[config.mk]
export PLATFORM = sky130hd
export DESIGN_NAME = vec_dpath
export DESIGN_NICKNAME = d
export VERILOG_FILES = /design/src/common/vec_dpath_pkg.sv /design/src/verilog/stage_reg.sv /design/src/verilog/operand_select.sv /design/src/execute/lane_alu.sv /design/src/execute/exec_stage.sv /design/src/verilog/mem_stage.sv /design/src/verilog/vec_dpath.sv
export SDC_FILE = /design/constraint.sdc
export NUM_CORES = 2
export LEC_CHECK = 0
export CORE_UTILIZATION = 25
export CTS_CLUSTER_DIAMETER = 150
export CTS_CLUSTER_SIZE = 25
export DETAILED_ROUTE_END_ITERATION = 16
export DONT_BUFFER_PORTS = 1
export GPL_TIMING_DRIVEN = 0
export SLEW_MARGIN = 5
export SYNTH_ARGS = -nofsm -noshare
export SYNTH_HDL_FRONTEND = slang
export SYNTH_SLANG_ARGS = --single-unit
[constraint.sdc]
create_clock -name clk -period 20.8 [get_ports clk]
set_clock_uncertainty 0.2 [all_clocks]
set_input_delay 2.08 -clock clk [delete_from_list [all_inputs] [get_ports clk]]
set_output_delay 2.08 -clock clk [all_outputs]
set_load 0.02 [all_outputs]
[src/common/vec_dpath_pkg.sv]
/*
  Shared types of the vector datapath: the lane word, the operand and load
  selects, the ALU functions and the per-instruction control struct.
*/

package vec_dpath_pkg;

  // ------------------------------------------------------------
  // Basic sizes
  // ------------------------------------------------------------

  // Width of the element index that comes with each instruction
  localparam int IDX_W = 4;

  // Bytes per word, the step between strided elements
  localparam int WORD_BYTES = 4;

  // One lane word
  typedef logic [31:0] word_t;

  // ------------------------------------------------------------
  // Encodings
  // ------------------------------------------------------------

  // ALU functions, shared by every lane
  typedef enum logic [3:0] {
    ADD   = 4'd0,
    SUB   = 4'd1,
    AND   = 4'd2,
    OR    = 4'd3,
    XOR   = 4'd4,
    SLT   = 4'd5,
    SLTU  = 4'd6,
    SLL   = 4'd7,
    SRL   = 4'd8,
    SRA   = 4'd9,
    PASS1 = 4'd10
  } alu_fn_t;

  // Operand 0 source
  typedef enum logic [1:0] {
    OP0_VEC   = 2'd0,
    OP0_BCAST = 2'd1,
    OP0_ZERO  = 2'd2
  } op0_sel_t;

  // Operand 1 source
  typedef enum logic [1:0] {
    OP1_VEC    = 2'd0,
    OP1_STRIDE = 2'd1,
    OP1_ZERO   = 2'd2
  } op1_sel_t;

  // Subword load adjustment
  typedef enum logic [2:0] {
    LD_W  = 3'd0,
    LD_B  = 3'd1,
    LD_BU = 3'd2,
    LD_H  = 3'd3,
    LD_HU = 3'd4
  } load_kind_t;

  // Decoded controls, enter at D and travel with the data
  typedef struct packed {
    op0_sel_t   op0_sel;
    op1_sel_t   op1_sel;
    alu_fn_t    alu_fn;
    load_kind_t load_kind;
    logic       wb_sel;     // 1 takes the load result at M
  } vec_ctrl_t;

endpackage

[src/verilog/stage_reg.sv]
/*
  One pipeline stage register for any payload type. Loads when stall is low
  and holds otherwise; only the valid bit is cleared by reset.
*/
`timescale 1ns/1ps

module stage_reg #(
  parameter type T = logic
) (
  input  logic clk,
  input  logic reset,
  input  logic stall,
  input  logic in_valid,
  input  T     in,
  output logic out_valid,
  output T     out
);

  always_ff @(posedge clk) begin
    if (reset) begin
      out_valid <= 1'b0;
    end else if (!stall) begin
      out_valid <= in_valid;
    end
  end

  always_ff @(posedge clk) begin
    if (!stall) begin
      out <= in;
    end
  end

endmodule

[src/verilog/operand_select.sv]
/*
  D-stage operand selection for every lane. Picks operand 0, operand 1 and
  the store data from vector values, the scalar broadcast or stride offsets.
*/
`timescale 1ns/1ps

module operand_select #(
  parameter int NUM_LANES = 4
) (
  input  vec_dpath_pkg::vec_ctrl_t            ctrl,
  input  vec_dpath_pkg::word_t                v_rdata0 [NUM_LANES],
  input  vec_dpath_pkg::word_t                v_rdata1 [NUM_LANES],
  input  vec_dpath_pkg::word_t                s_rdata0,
  input  logic [vec_dpath_pkg::IDX_W-1:0]     v_idx,
  output vec_dpath_pkg::word_t                op0 [NUM_LANES],
  output vec_dpath_pkg::word_t                op1 [NUM_LANES],
  output vec_dpath_pkg::word_t                wdata [NUM_LANES]
);

  for (genvar k = 0; k < NUM_LANES; k++) begin : g_lane
    vec_dpath_pkg::word_t stride;

    // Byte offset of this lane's element, one word per lane past v_idx
    assign stride = 32'(v_idx) * 32'(vec_dpath_pkg::WORD_BYTES)
                  + 32'(k) * 32'(vec_dpath_pkg::WORD_BYTES);

    always_comb begin
      case (ctrl.op0_sel)
        vec_dpath_pkg::OP0_VEC:   op0[k] = v_rdata0[k];
        vec_dpath_pkg::OP0_BCAST: op0[k] = s_rdata0;
        default:                  op0[k] = '0;
      endcase
    end

    always_comb begin
      case (ctrl.op1_sel)
        vec_dpath_pkg::OP1_VEC:    op1[k] = v_rdata1[k];
        vec_dpath_pkg::OP1_STRIDE: op1[k] = stride;
        default:                   op1[k] = '0;
      endcase
    end

    // Stores always write the second vector source
    assign wdata[k] = v_rdata1[k];
  end

endmodule

[src/execute/lane_alu.sv]
/*
  32-bit ALU of a single vector lane. Purely combinational, covers every
  function of the ALU function enum.
*/
`timescale 1ns/1ps

module lane_alu (
  input  vec_dpath_pkg::alu_fn_t fn,
  input  vec_dpath_pkg::word_t   in0,
  input  vec_dpath_pkg::word_t   in1,
  output vec_dpath_pkg::word_t   out
);

  logic [4:0] shamt;

  // Shifts only look at the low five bits
  assign shamt = in1[4:0];

  always_comb begin
    case (fn)
      vec_dpath_pkg::ADD:   out = in0 + in1;
      vec_dpath_pkg::SUB:   out = in0 - in1;
      vec_dpath_pkg::AND:   out = in0 & in1;
      vec_dpath_pkg::OR:    out = in0 | in1;
      vec_dpath_pkg::XOR:   out = in0 ^ in1;
      // Set-less-than yields 1 or 0
      vec_dpath_pkg::SLT:   out = {31'b0, $signed(in0) < $signed(in1)};
      vec_dpath_pkg::SLTU:  out = {31'b0, in0 < in1};
      vec_dpath_pkg::SLL:   out = in0 << shamt;
      vec_dpath_pkg::SRL:   out = in0 >> shamt;
      vec_dpath_pkg::SRA:   out = $signed(in0) >>> shamt;
      vec_dpath_pkg::PASS1: out = in1;
      default:              out = '0;
    endcase
  end

endmodule

[src/execute/exec_stage.sv]
/*
  X stage of the vector datapath. One ALU per lane, all running the same
  function; the result also serves as the lane's memory address.
*/
`timescale 1ns/1ps

module exec_stage #(
  parameter int NUM_LANES = 4
) (
  input  vec_dpath_pkg::alu_fn_t alu_fn,
  input  vec_dpath_pkg::word_t   op0 [NUM_LANES],
  input  vec_dpath_pkg::word_t   op1 [NUM_LANES],
  output vec_dpath_pkg::word_t   result [NUM_LANES]
);

  // ------------------------------------------------------------
  // Lane ALUs
  // ------------------------------------------------------------

  for (genvar k = 0; k < NUM_LANES; k++) begin : g_lane
    // Lanes move in lockstep, one function for all
    lane_alu u_lane_alu (
      .fn  (alu_fn),
      .in0 (op0[k]),
      .in1 (op1[k]),
      .out (result[k])
    );
  end

endmodule

[src/verilog/mem_stage.sv]
/*
  M stage of the vector datapath. Sign or zero extends the low byte or half
  of each lane's memory response, then picks the load or the ALU result.
*/
`timescale 1ns/1ps

module mem_stage #(
  parameter int NUM_LANES = 4
) (
  input  vec_dpath_pkg::load_kind_t load_kind,
  input  logic                      wb_sel,
  input  vec_dpath_pkg::word_t      alu_result [NUM_LANES],
  input  vec_dpath_pkg::word_t      dmem_rdata [NUM_LANES],
  output vec_dpath_pkg::word_t      wb_result [NUM_LANES]
);

  for (genvar k = 0; k < NUM_LANES; k++) begin : g_lane
    vec_dpath_pkg::word_t load_data;

    // ------------------------------------------------------------
    // Subword adjustment
    // ------------------------------------------------------------

    always_comb begin
      case (load_kind)
        vec_dpath_pkg::LD_W: begin
          load_data = dmem_rdata[k];
        end
        vec_dpath_pkg::LD_B: begin
          load_data = {{24{dmem_rdata[k][7]}}, dmem_rdata[k][7:0]};
        end
        vec_dpath_pkg::LD_BU: begin
          load_data = {24'b0, dmem_rdata[k][7:0]};
        end
        vec_dpath_pkg::LD_H: begin
          load_data = {{16{dmem_rdata[k][15]}}, dmem_rdata[k][15:0]};
        end
        vec_dpath_pkg::LD_HU: begin
          load_data = {16'b0, dmem_rdata[k][15:0]};
        end
        default: begin
          load_data = dmem_rdata[k];
        end
      endcase
    end

    // Writeback select
    assign wb_result[k] = wb_sel ? load_data : alu_result[k];
  end

endmodule

[src/verilog/vec_dpath.sv]
/*
  Vector datapath top. Chains the D, X, M, X2, X3 and W stages of all lanes;
  controls enter at D with the operands and results leave at W.
*/
`timescale 1ns/1ps

module vec_dpath #(
  parameter int NUM_LANES = 4
) (
  input  logic                                clk,
  input  logic                                reset,
  input  logic                                stall,
  input  logic                                issue,
  input  vec_dpath_pkg::vec_ctrl_t            ctrl,
  input  vec_dpath_pkg::word_t                v_rdata0 [NUM_LANES],
  input  vec_dpath_pkg::word_t                v_rdata1 [NUM_LANES],
  input  vec_dpath_pkg::word_t                s_rdata0,
  input  logic [vec_dpath_pkg::IDX_W-1:0]     v_idx,
  input  vec_dpath_pkg::word_t                dmem_rdata [NUM_LANES],
  output vec_dpath_pkg::word_t                dmem_addr [NUM_LANES],
  output vec_dpath_pkg::word_t                dmem_wdata [NUM_LANES],
  output logic                                wb_valid,
  output vec_dpath_pkg::word_t                wb_data [NUM_LANES]
);

  typedef vec_dpath_pkg::word_t [NUM_LANES-1:0] lanes_t;

  // Operands and store data, captured into X
  typedef struct packed {
    vec_dpath_pkg::alu_fn_t    alu_fn;
    vec_dpath_pkg::load_kind_t load_kind;
    logic                      wb_sel;
    lanes_t                    op0;
    lanes_t                    op1;
    lanes_t                    wdata;
  } x_pay_t;

  // ALU results and what the load path still needs
  typedef struct packed {
    vec_dpath_pkg::load_kind_t load_kind;
    logic                      wb_sel;
    lanes_t                    alu_result;
  } m_pay_t;

  vec_dpath_pkg::word_t op0_d [NUM_LANES];
  vec_dpath_pkg::word_t op1_d [NUM_LANES];
  vec_dpath_pkg::word_t wdata_d [NUM_LANES];
  vec_dpath_pkg::word_t op0_x [NUM_LANES];
  vec_dpath_pkg::word_t op1_x [NUM_LANES];
  vec_dpath_pkg::word_t result_x [NUM_LANES];
  vec_dpath_pkg::word_t alu_m [NUM_LANES];
  vec_dpath_pkg::word_t wb_m [NUM_LANES];

  x_pay_t x_d, x_q;
  m_pay_t m_d, m_q;
  lanes_t x2_d, x2_q, x3_q, w_q;
  logic   x_valid, m_valid, x2_valid, x3_valid;

  // ------------------------------------------------------------
  // D stage
  // ------------------------------------------------------------

  operand_select #(.NUM_LANES(NUM_LANES)) u_operand_select (
    .ctrl     (ctrl),
    .v_rdata0 (v_rdata0),
    .v_rdata1 (v_rdata1),
    .s_rdata0 (s_rdata0),
    .v_idx    (v_idx),
    .op0      (op0_d),
    .op1      (op1_d),
    .wdata    (wdata_d)
  );

  always_comb begin
    x_d.alu_fn    = ctrl.alu_fn;
    x_d.load_kind = ctrl.load_kind;
    x_d.wb_sel    = ctrl.wb_sel;
    for (int k = 0; k < NUM_LANES; k++) begin
      x_d.op0[k]   = op0_d[k];
      x_d.op1[k]   = op1_d[k];
      x_d.wdata[k] = wdata_d[k];
    end
  end

  stage_reg #(.T(x_pay_t)) u_x_reg (
    .clk (clk), .reset (reset), .stall (stall),
    .in_valid (issue), .in (x_d), .out_valid (x_valid), .out (x_q)
  );

  // ------------------------------------------------------------
  // X stage, memory request goes out here
  // ------------------------------------------------------------

  always_comb begin
    for (int k = 0; k < NUM_LANES; k++) begin
      op0_x[k]      = x_q.op0[k];
      op1_x[k]      = x_q.op1[k];
      dmem_wdata[k] = x_q.wdata[k];
    end
  end

  exec_stage #(.NUM_LANES(NUM_LANES)) u_exec_stage (
    .alu_fn (x_q.alu_fn),
    .op0    (op0_x),
    .op1    (op1_x),
    .result (result_x)
  );

  always_comb begin
    m_d.load_kind = x_q.load_kind;
    m_d.wb_sel    = x_q.wb_sel;
    for (int k = 0; k < NUM_LANES; k++) begin
      dmem_addr[k]         = result_x[k];
      m_d.alu_result[k]    = result_x[k];
    end
  end

  stage_reg #(.T(m_pay_t)) u_m_reg (
    .clk (clk), .reset (reset), .stall (stall),
    .in_valid (x_valid), .in (m_d), .out_valid (m_valid), .out (m_q)
  );

  // ------------------------------------------------------------
  // M stage, then two delay stages to W
  // ------------------------------------------------------------

  always_comb begin
    for (int k = 0; k < NUM_LANES; k++) begin
      alu_m[k] = m_q.alu_result[k];
      x2_d[k]  = wb_m[k];
    end
  end

  mem_stage #(.NUM_LANES(NUM_LANES)) u_mem_stage (
    .load_kind  (m_q.load_kind),
    .wb_sel     (m_q.wb_sel),
    .alu_result (alu_m),
    .dmem_rdata (dmem_rdata),
    .wb_result  (wb_m)
  );

  stage_reg #(.T(lanes_t)) u_x2_reg (
    .clk (clk), .reset (reset), .stall (stall),
    .in_valid (m_valid), .in (x2_d), .out_valid (x2_valid), .out (x2_q)
  );

  stage_reg #(.T(lanes_t)) u_x3_reg (
    .clk (clk), .reset (reset), .stall (stall),
    .in_valid (x2_valid), .in (x2_q), .out_valid (x3_valid), .out (x3_q)
  );

  stage_reg #(.T(lanes_t)) u_w_reg (
    .clk (clk), .reset (reset), .stall (stall),
    .in_valid (x3_valid), .in (x3_q), .out_valid (wb_valid), .out (w_q)
  );

  always_comb begin
    for (int k = 0; k < NUM_LANES; k++) begin
      wb_data[k] = w_q[k];
    end
  end

endmodule

# [After elaboration in Yosys (flattened, before gate mapping)]
# Index checks and enable logic that the tools add are counted.
[classes] addsub=11 magnitude_cmp=8 eq_ne=16 n_shift=12 n_mux=20 bitwise=12 reduce_logical=3
[ops] operator="32-bit one-hot mux with 11 select lines" n=4
[ops] operator="32-bit one-hot mux with 2 select lines" n=8
[ops] operator="32-bit one-hot mux with 4 select lines" n=4
[ops] operator="32-bit < comparator" n=8
[ops] operator="32-bit adder" n=4
[ops] operator="32-bit bitwise AND" n=4
[ops] operator="32-bit 2-to-1 mux" n=4
[ops] operator="32-bit bitwise OR" n=4
[ops] operator="32-bit by 5-bit << shifter with 32-bit output" n=4
[ops] operator="32-bit by 5-bit >> shifter with 32-bit output" n=4
[ops] operator="32-bit by 5-bit >>> shifter with 32-bit output" n=4
[ops] operator="32-bit subtractor" n=4
[ops] operator="32-bit bitwise XOR" n=4
[ops] operator="4-bit by 3-bit == test with 1-bit output, second input constant" n=4
[ops] operator="6-bit by 4-bit adder with 7-bit output, second input constant" n=2
[ops] operator="4-bit == test, second input constant" n=3
[ops] operator="4-bit by 2-bit == test with 1-bit output, second input constant" n=2
[ops] operator="6-bit by 3-bit adder with 7-bit output, second input constant" n=1
[ops] operator="3-bit by 2-bit == test with 1-bit output, second input constant" n=2
[ops] operator="2-bit by 1-bit == test with 1-bit output, second input constant" n=2
[ops] operator="4-bit by 1-bit == test with 1-bit output, second input constant" n=1
[ops] operator="2-bit logical NOT" n=2
[ops] operator="4-bit logical NOT" n=1
[ops] operator="3-bit by 1-bit == test with 1-bit output, second input constant" n=1
[ops] operator="3-bit == test, second input constant" n=1
[totals] register_bits=913 inputBits=436

# [Depth between registers and ports, before layout]
[logic_depth] word_depth=3 depth_mapped=18

# [Hierarchy]
# A second synthesis with hierarchy kept.
[hier_totals] hier_cells=7073 hier_area_um2=68090.3
[modules_own_cells] module="lane_alu (u_exec_stage.g_lane[2].u_lane_alu ...)" instances=2 cells_each=1352 area_each_um2=8734.6
[modules_own_cells] module="stage_reg (u_x_reg)" instances=1 cells_each=396 area_each_um2=11808.8
[modules_own_cells] module="stage_reg (u_w_reg ...)" instances=3 cells_each=132 area_each_um2=3881.2
[modules_own_cells] module="lane_alu (u_exec_stage.g_lane[0].u_lane_alu)" instances=1 cells_each=1238 area_each_um2=8934.8
[modules_own_cells] module="lane_alu (u_exec_stage.g_lane[1].u_lane_alu)" instances=1 cells_each=1327 area_each_um2=8648.3
[modules_own_cells] module="stage_reg (u_m_reg)" instances=1 cells_each=136 area_each_um2=4001.3
[modules_own_cells] module="operand_select" instances=1 cells_each=634 area_each_um2=3813.7
[modules_own_cells] module="mem_stage" instances=1 cells_each=242 area_each_um2=1770.4

# [Least setup slack after synthesis]
# OpenSTA, ideal clock, no wires.
[synth_timing] path_kind="in2reg" startpoint="input port stall" endpoint="register u_m_reg.out[0] in the netlist's numbering, enable pin" arrival_time_ns=19.683 setup_slack_ns=-0.327 stages=2 n_path_buf=1 path_cell_list="clkbuf_1 > inv_1"
[synth_rtl] element="from (decl)" line="vec_dpath.sv:12" text="input logic stall,"
[synth_rtl] element="to (signal assigned)" line="stage_reg.sv:29" text="out <= in;"
[synth_rtl] element="to (decl)" line="stage_reg.sv:16" text="output T out"
# No word-level cell between the ends.

==> impl_metrics.toml <==
[die]
start_util = 0.2519
die_h_um = 516.8
die_x_um = 516.8
rows = 188
die-area_um2 = 267100
ios = 821
design.core.area_um2 = 263000

[timing]
max_freq_mhz = 85.83
setup-tns-final_ns = 0
hold_violations = 0
max_slew.worst_pin.slew_ns = 1.558
setup_ws_ns = 9.149
final_max_slew_viol_count = 69
finalSetupViolCount = 0
rsz0062_at_grt = "false"
period_share = 0.5602
timing.final.crit_period_ns = 11.65
max-slew-margin-rel = -0.03875

[place]
dpl.hpwl_mm = 368.6
placed_area_um2 = 72730
gp_congestion = 1.073
place_ws_ns = 10.37
port-buffer-count = 0
dp.cells = 10610

[final_layout]
multi_input_area_um2 = 34640
fillCellCount = 28070
post-route-util = 0.2833
nets = 7982
drive_gt1_frac = 0.09619
final_cells = 10740
area_delta_synth_final_pct = 12.44
fin_area_um2 = 74490
regArea_um2 = 27370

[logic_synthesis]
ys_seq_area_frac = 0.4131
synth_top_area_frac = 0.4116
ys_types = 94
synthTopCellsByArea = "edfxtp_1 41%, ha_1 7.4%, a21oi_1 5.4%"
syn_nets = 7845
netlist_area_um2 = 66250
yosys_most_used_dff = "edfxtp_1"
syn_avg_cell_area_um2 = 9.452
syn-instance-count = 7009
synth-seq-cells = 913
synth_edf_count = 908
ys_warn_count = 0
async_flop_share = 0
post-synth-top-area-cell = "edfxtp_1"

[cts]
root_buffer = "clkbuf_16"
postCtsSetupBuffers = 0
clockBufferDepth = 3
cts.reportedPaths.clkPinSlew_ns = 0.10
tritoncts = "done"
cts_max_level = 2
clk_latency_ns = 0.80
cts_buffers = 50
cts_hold_buffers = 0
clock_sinks = 913
cts_resized = 0

[critical_path]
crit_cells = 17
r2r-end = "u_m_reg.out[93]"
worstSetupPathType = "reg -> out"
regToRegStartpoint = "u_x_reg.out[194]"
r2r_slack_ns = 11.94
cpMostUsedCell = "clkbuf_1"
start_kind = "register"
cp_max_fo = 11
worstPathRequired_ns = 18.52
worstPathArrival_ns = 9.37
crit_path_end_kind = "output pin"
crit_path_cell_trace = "clkbuf_1, inv_2, buf_1, clkbuf_1, buf_1, ha_1, clkbuf_1, inv_1, a211oi_1, o41ai_1, a311oi_1, o31ai_1, a311oi_1, o21ai_1, nand3_1, o311ai_1, buf_4"
crit_buf_inv = 8
slowest_delay_ns = 0.93
reg2reg_depth = 16
crit_slowest_cell = "o311ai_1"
critPathTopFamily = "compound AO/OA/AOI/OAI gates"

[detailed_routing]
vias_per_cell = 6.022
vias = 64690
first_iter_violations = 9839
dr.pass1.iters = 6
postRouteAntennaNets = 0
avgRoutedWirePerCell_um = 43.04
wirelength_mm = 462.3
drc_errors = 0

[global_routing]
grt_pass1_vias = 60410
grt_max_degree = 48
track_usage = 0.3329
grt_pass1_wl_mm = 592.1
grt-ovfl-total = 0
antenna_found_initial = 100

[worst_hold_path]
min_to = "u_x3_reg.out[31]"
hold_start = "u_x2_reg.out[31]"
min_path_type = "reg -> reg"
hold-path-cell-count = 0

[pwr]
seqPwrFrac = 0.426
p_leak_nw = 27.83
combPwrFrac = 0.370
intPower_mw = 3.345
p_sw_frac = 0.4225
power.net_switching_mw = 2.447
p_clk_frac = 0.204
power_density_nw_per_um2 = 77.76
vdd_drop_max_uv = 100.4

[run_status]
violations = "capacitance limit, slew limit"
status = "finished, violations left"

[job]
max-cap-violations = 8
[worst register-to-register path, delay by kind of cell, from the launching register on]
| kind | cells | cell delay [ns] |
|---|---|---|
| adder cells (fa/ha/maj) | 1 | 0.38 |
| flip-flops | 1 | 0.66 |
| AND/OR/NAND/NOR | 1 | 0.22 |
| buffers and inverters | 7 | 3.18 |
| AO/OA/AOI/OAI | 7 | 3.82 |
[cell usage in the layout (no fill, tap or decap), types with 51 or more instances in the layout]
cell type / n
edfxtp_1: 908
nor2_1: 723
a21oi_1: 713
nand2_1: 537
o21ai_0: 394
ha_1: 392
inv_1: 377
clkbuf_1: 320
mux2i_1: 207
nand2b_1: 194
and2_1: 139
buf_4: 132
mux4_2: 117
a211oi_1: 110
o22ai_1: 102
nor3_1: 94
clkbuf_2: 91
nand3_1: 91
a221oi_1: 86
o211ai_1: 85
o21ai_1: 80
a22oi_1: 78
mux2_2: 75
a21o_1: 70
diode_2: 54
o21bai_1: 53
a31oi_1: 51
[cells by family (layout without fill, tap and decap cells)]
logic type,count (synthesis),in the layout,share of synthesized area
xor gates and xnor gates,27,27,0.003570
other,0,54,0
DFF,913,913,0.4131
adders and majority gates,400,400,0.07645
AOI/OAI and AO/OA,2267,2267,0.2207
buffers and inverters,1022,1186,0.06563
and+or+nand+nor,1980,1980,0.1366
muxes,400,400,0.08397
[worst max path at each step]
stage | startpoint | end | slack, ns
final | u_x_reg.out[194] | dmem_addr[61] | 9.15
after global routing | u_x_reg.out[194] | dmem_addr[61] | 8.93
after CTS | u_x_reg.out[194] | dmem_addr[61] | 9.44
after detailed placement | u_x_reg.out[194] | dmem_addr[61] | 10.37
after global placement | stall | u_x2_reg.out[98] | -1.99
after floorplan | stall | u_m_reg.out[0] | 3.98
[power by group through the flow]
stage | combinational, mW | clock (mW) | sequential, mW
6_report | 2.15 | 1.18 | 2.47
3_5_place_dp | 2.06 | 0 | 2.49
3_3_place_gp | 2.04 | 0 | 2.56
4_1_cts | 2.07 | 1.21 | 2.45
5_1_grt | 2.21 | 1.26 | 2.47
2_1_floorplan | 1.22 | 0 | 2.43
[state kept, by name, summed over array words and instances (netlist names)]
signal	flops
u_m_reg.out	132
u_m_reg.out_valid	1
u_w_reg.out	128
u_w_reg.out_valid	1
u_x2_reg.out	128
u_x2_reg.out_valid	1
u_x3_reg.out	128
u_x3_reg.out_valid	1
u_x_reg.out	392
u_x_reg.out_valid	1
[synth_stat cells, drive strengths merged, types with 27 or more instances]
cell	count
buf	227
mux2i	207
nand2	537
a21oi	713
clkbuf	399
mux4	117
o2111ai	43
nand3	91
a21o	70
a31oi	51
a211o	42
o21bai	53
a221oi	87
ha	392
nor2b	33
nand2b	194
o21a	29
o221ai	33
o211ai	85
a221o	42
and3	27
mux2	76
o22ai	102
a211oi	110
o31ai	37
edfxtp	908
o21ai	475
a22oi	78
nor2	729
inv	391
and2	139
nor3	99
nand4	34
[through the flow]
| step | total power, mW | hold WS, ns |
|---|---|---|
| final | 5.792 | 0.2210 |
| after global routing | 5.941 | 0.2302 |
| after detailed placement | 4.553 | 0.2045 |
| after CTS | 5.733 | 0.2241 |
| after floorplan | 3.649 | 0.2003 |
| after global placement | 4.592 | 0.2009 |
[cell type report]
class,count,area share
inverters,396,0.02000
repair buffers,85,0.02469
plain buffers,626,0.04041
well taps,3515,0.05904
diodes,54,0.001814
multi-input cells,5074,0.4650
clock inverters,17,0.004250
flip-flops and latches,913,0.3674
clock buffers,62,0.01740
[routing by layer]
layer / up-vias / routed length (µm) / global-route usage / share of wire
met4: 24 / 34280 / 0.2156 / 0.074
met3: 1019 / 48360 / 0.09479 / 0.10
met1: 32810 / 181900 / 0.4167 / 0.39
met5: - / 159 / 0 / 0.00034
li1: 26220 / - / - / -
met2: 4624 / 197600 / 0.4993 / 0.43
Power figures use the tool's default switching activity.
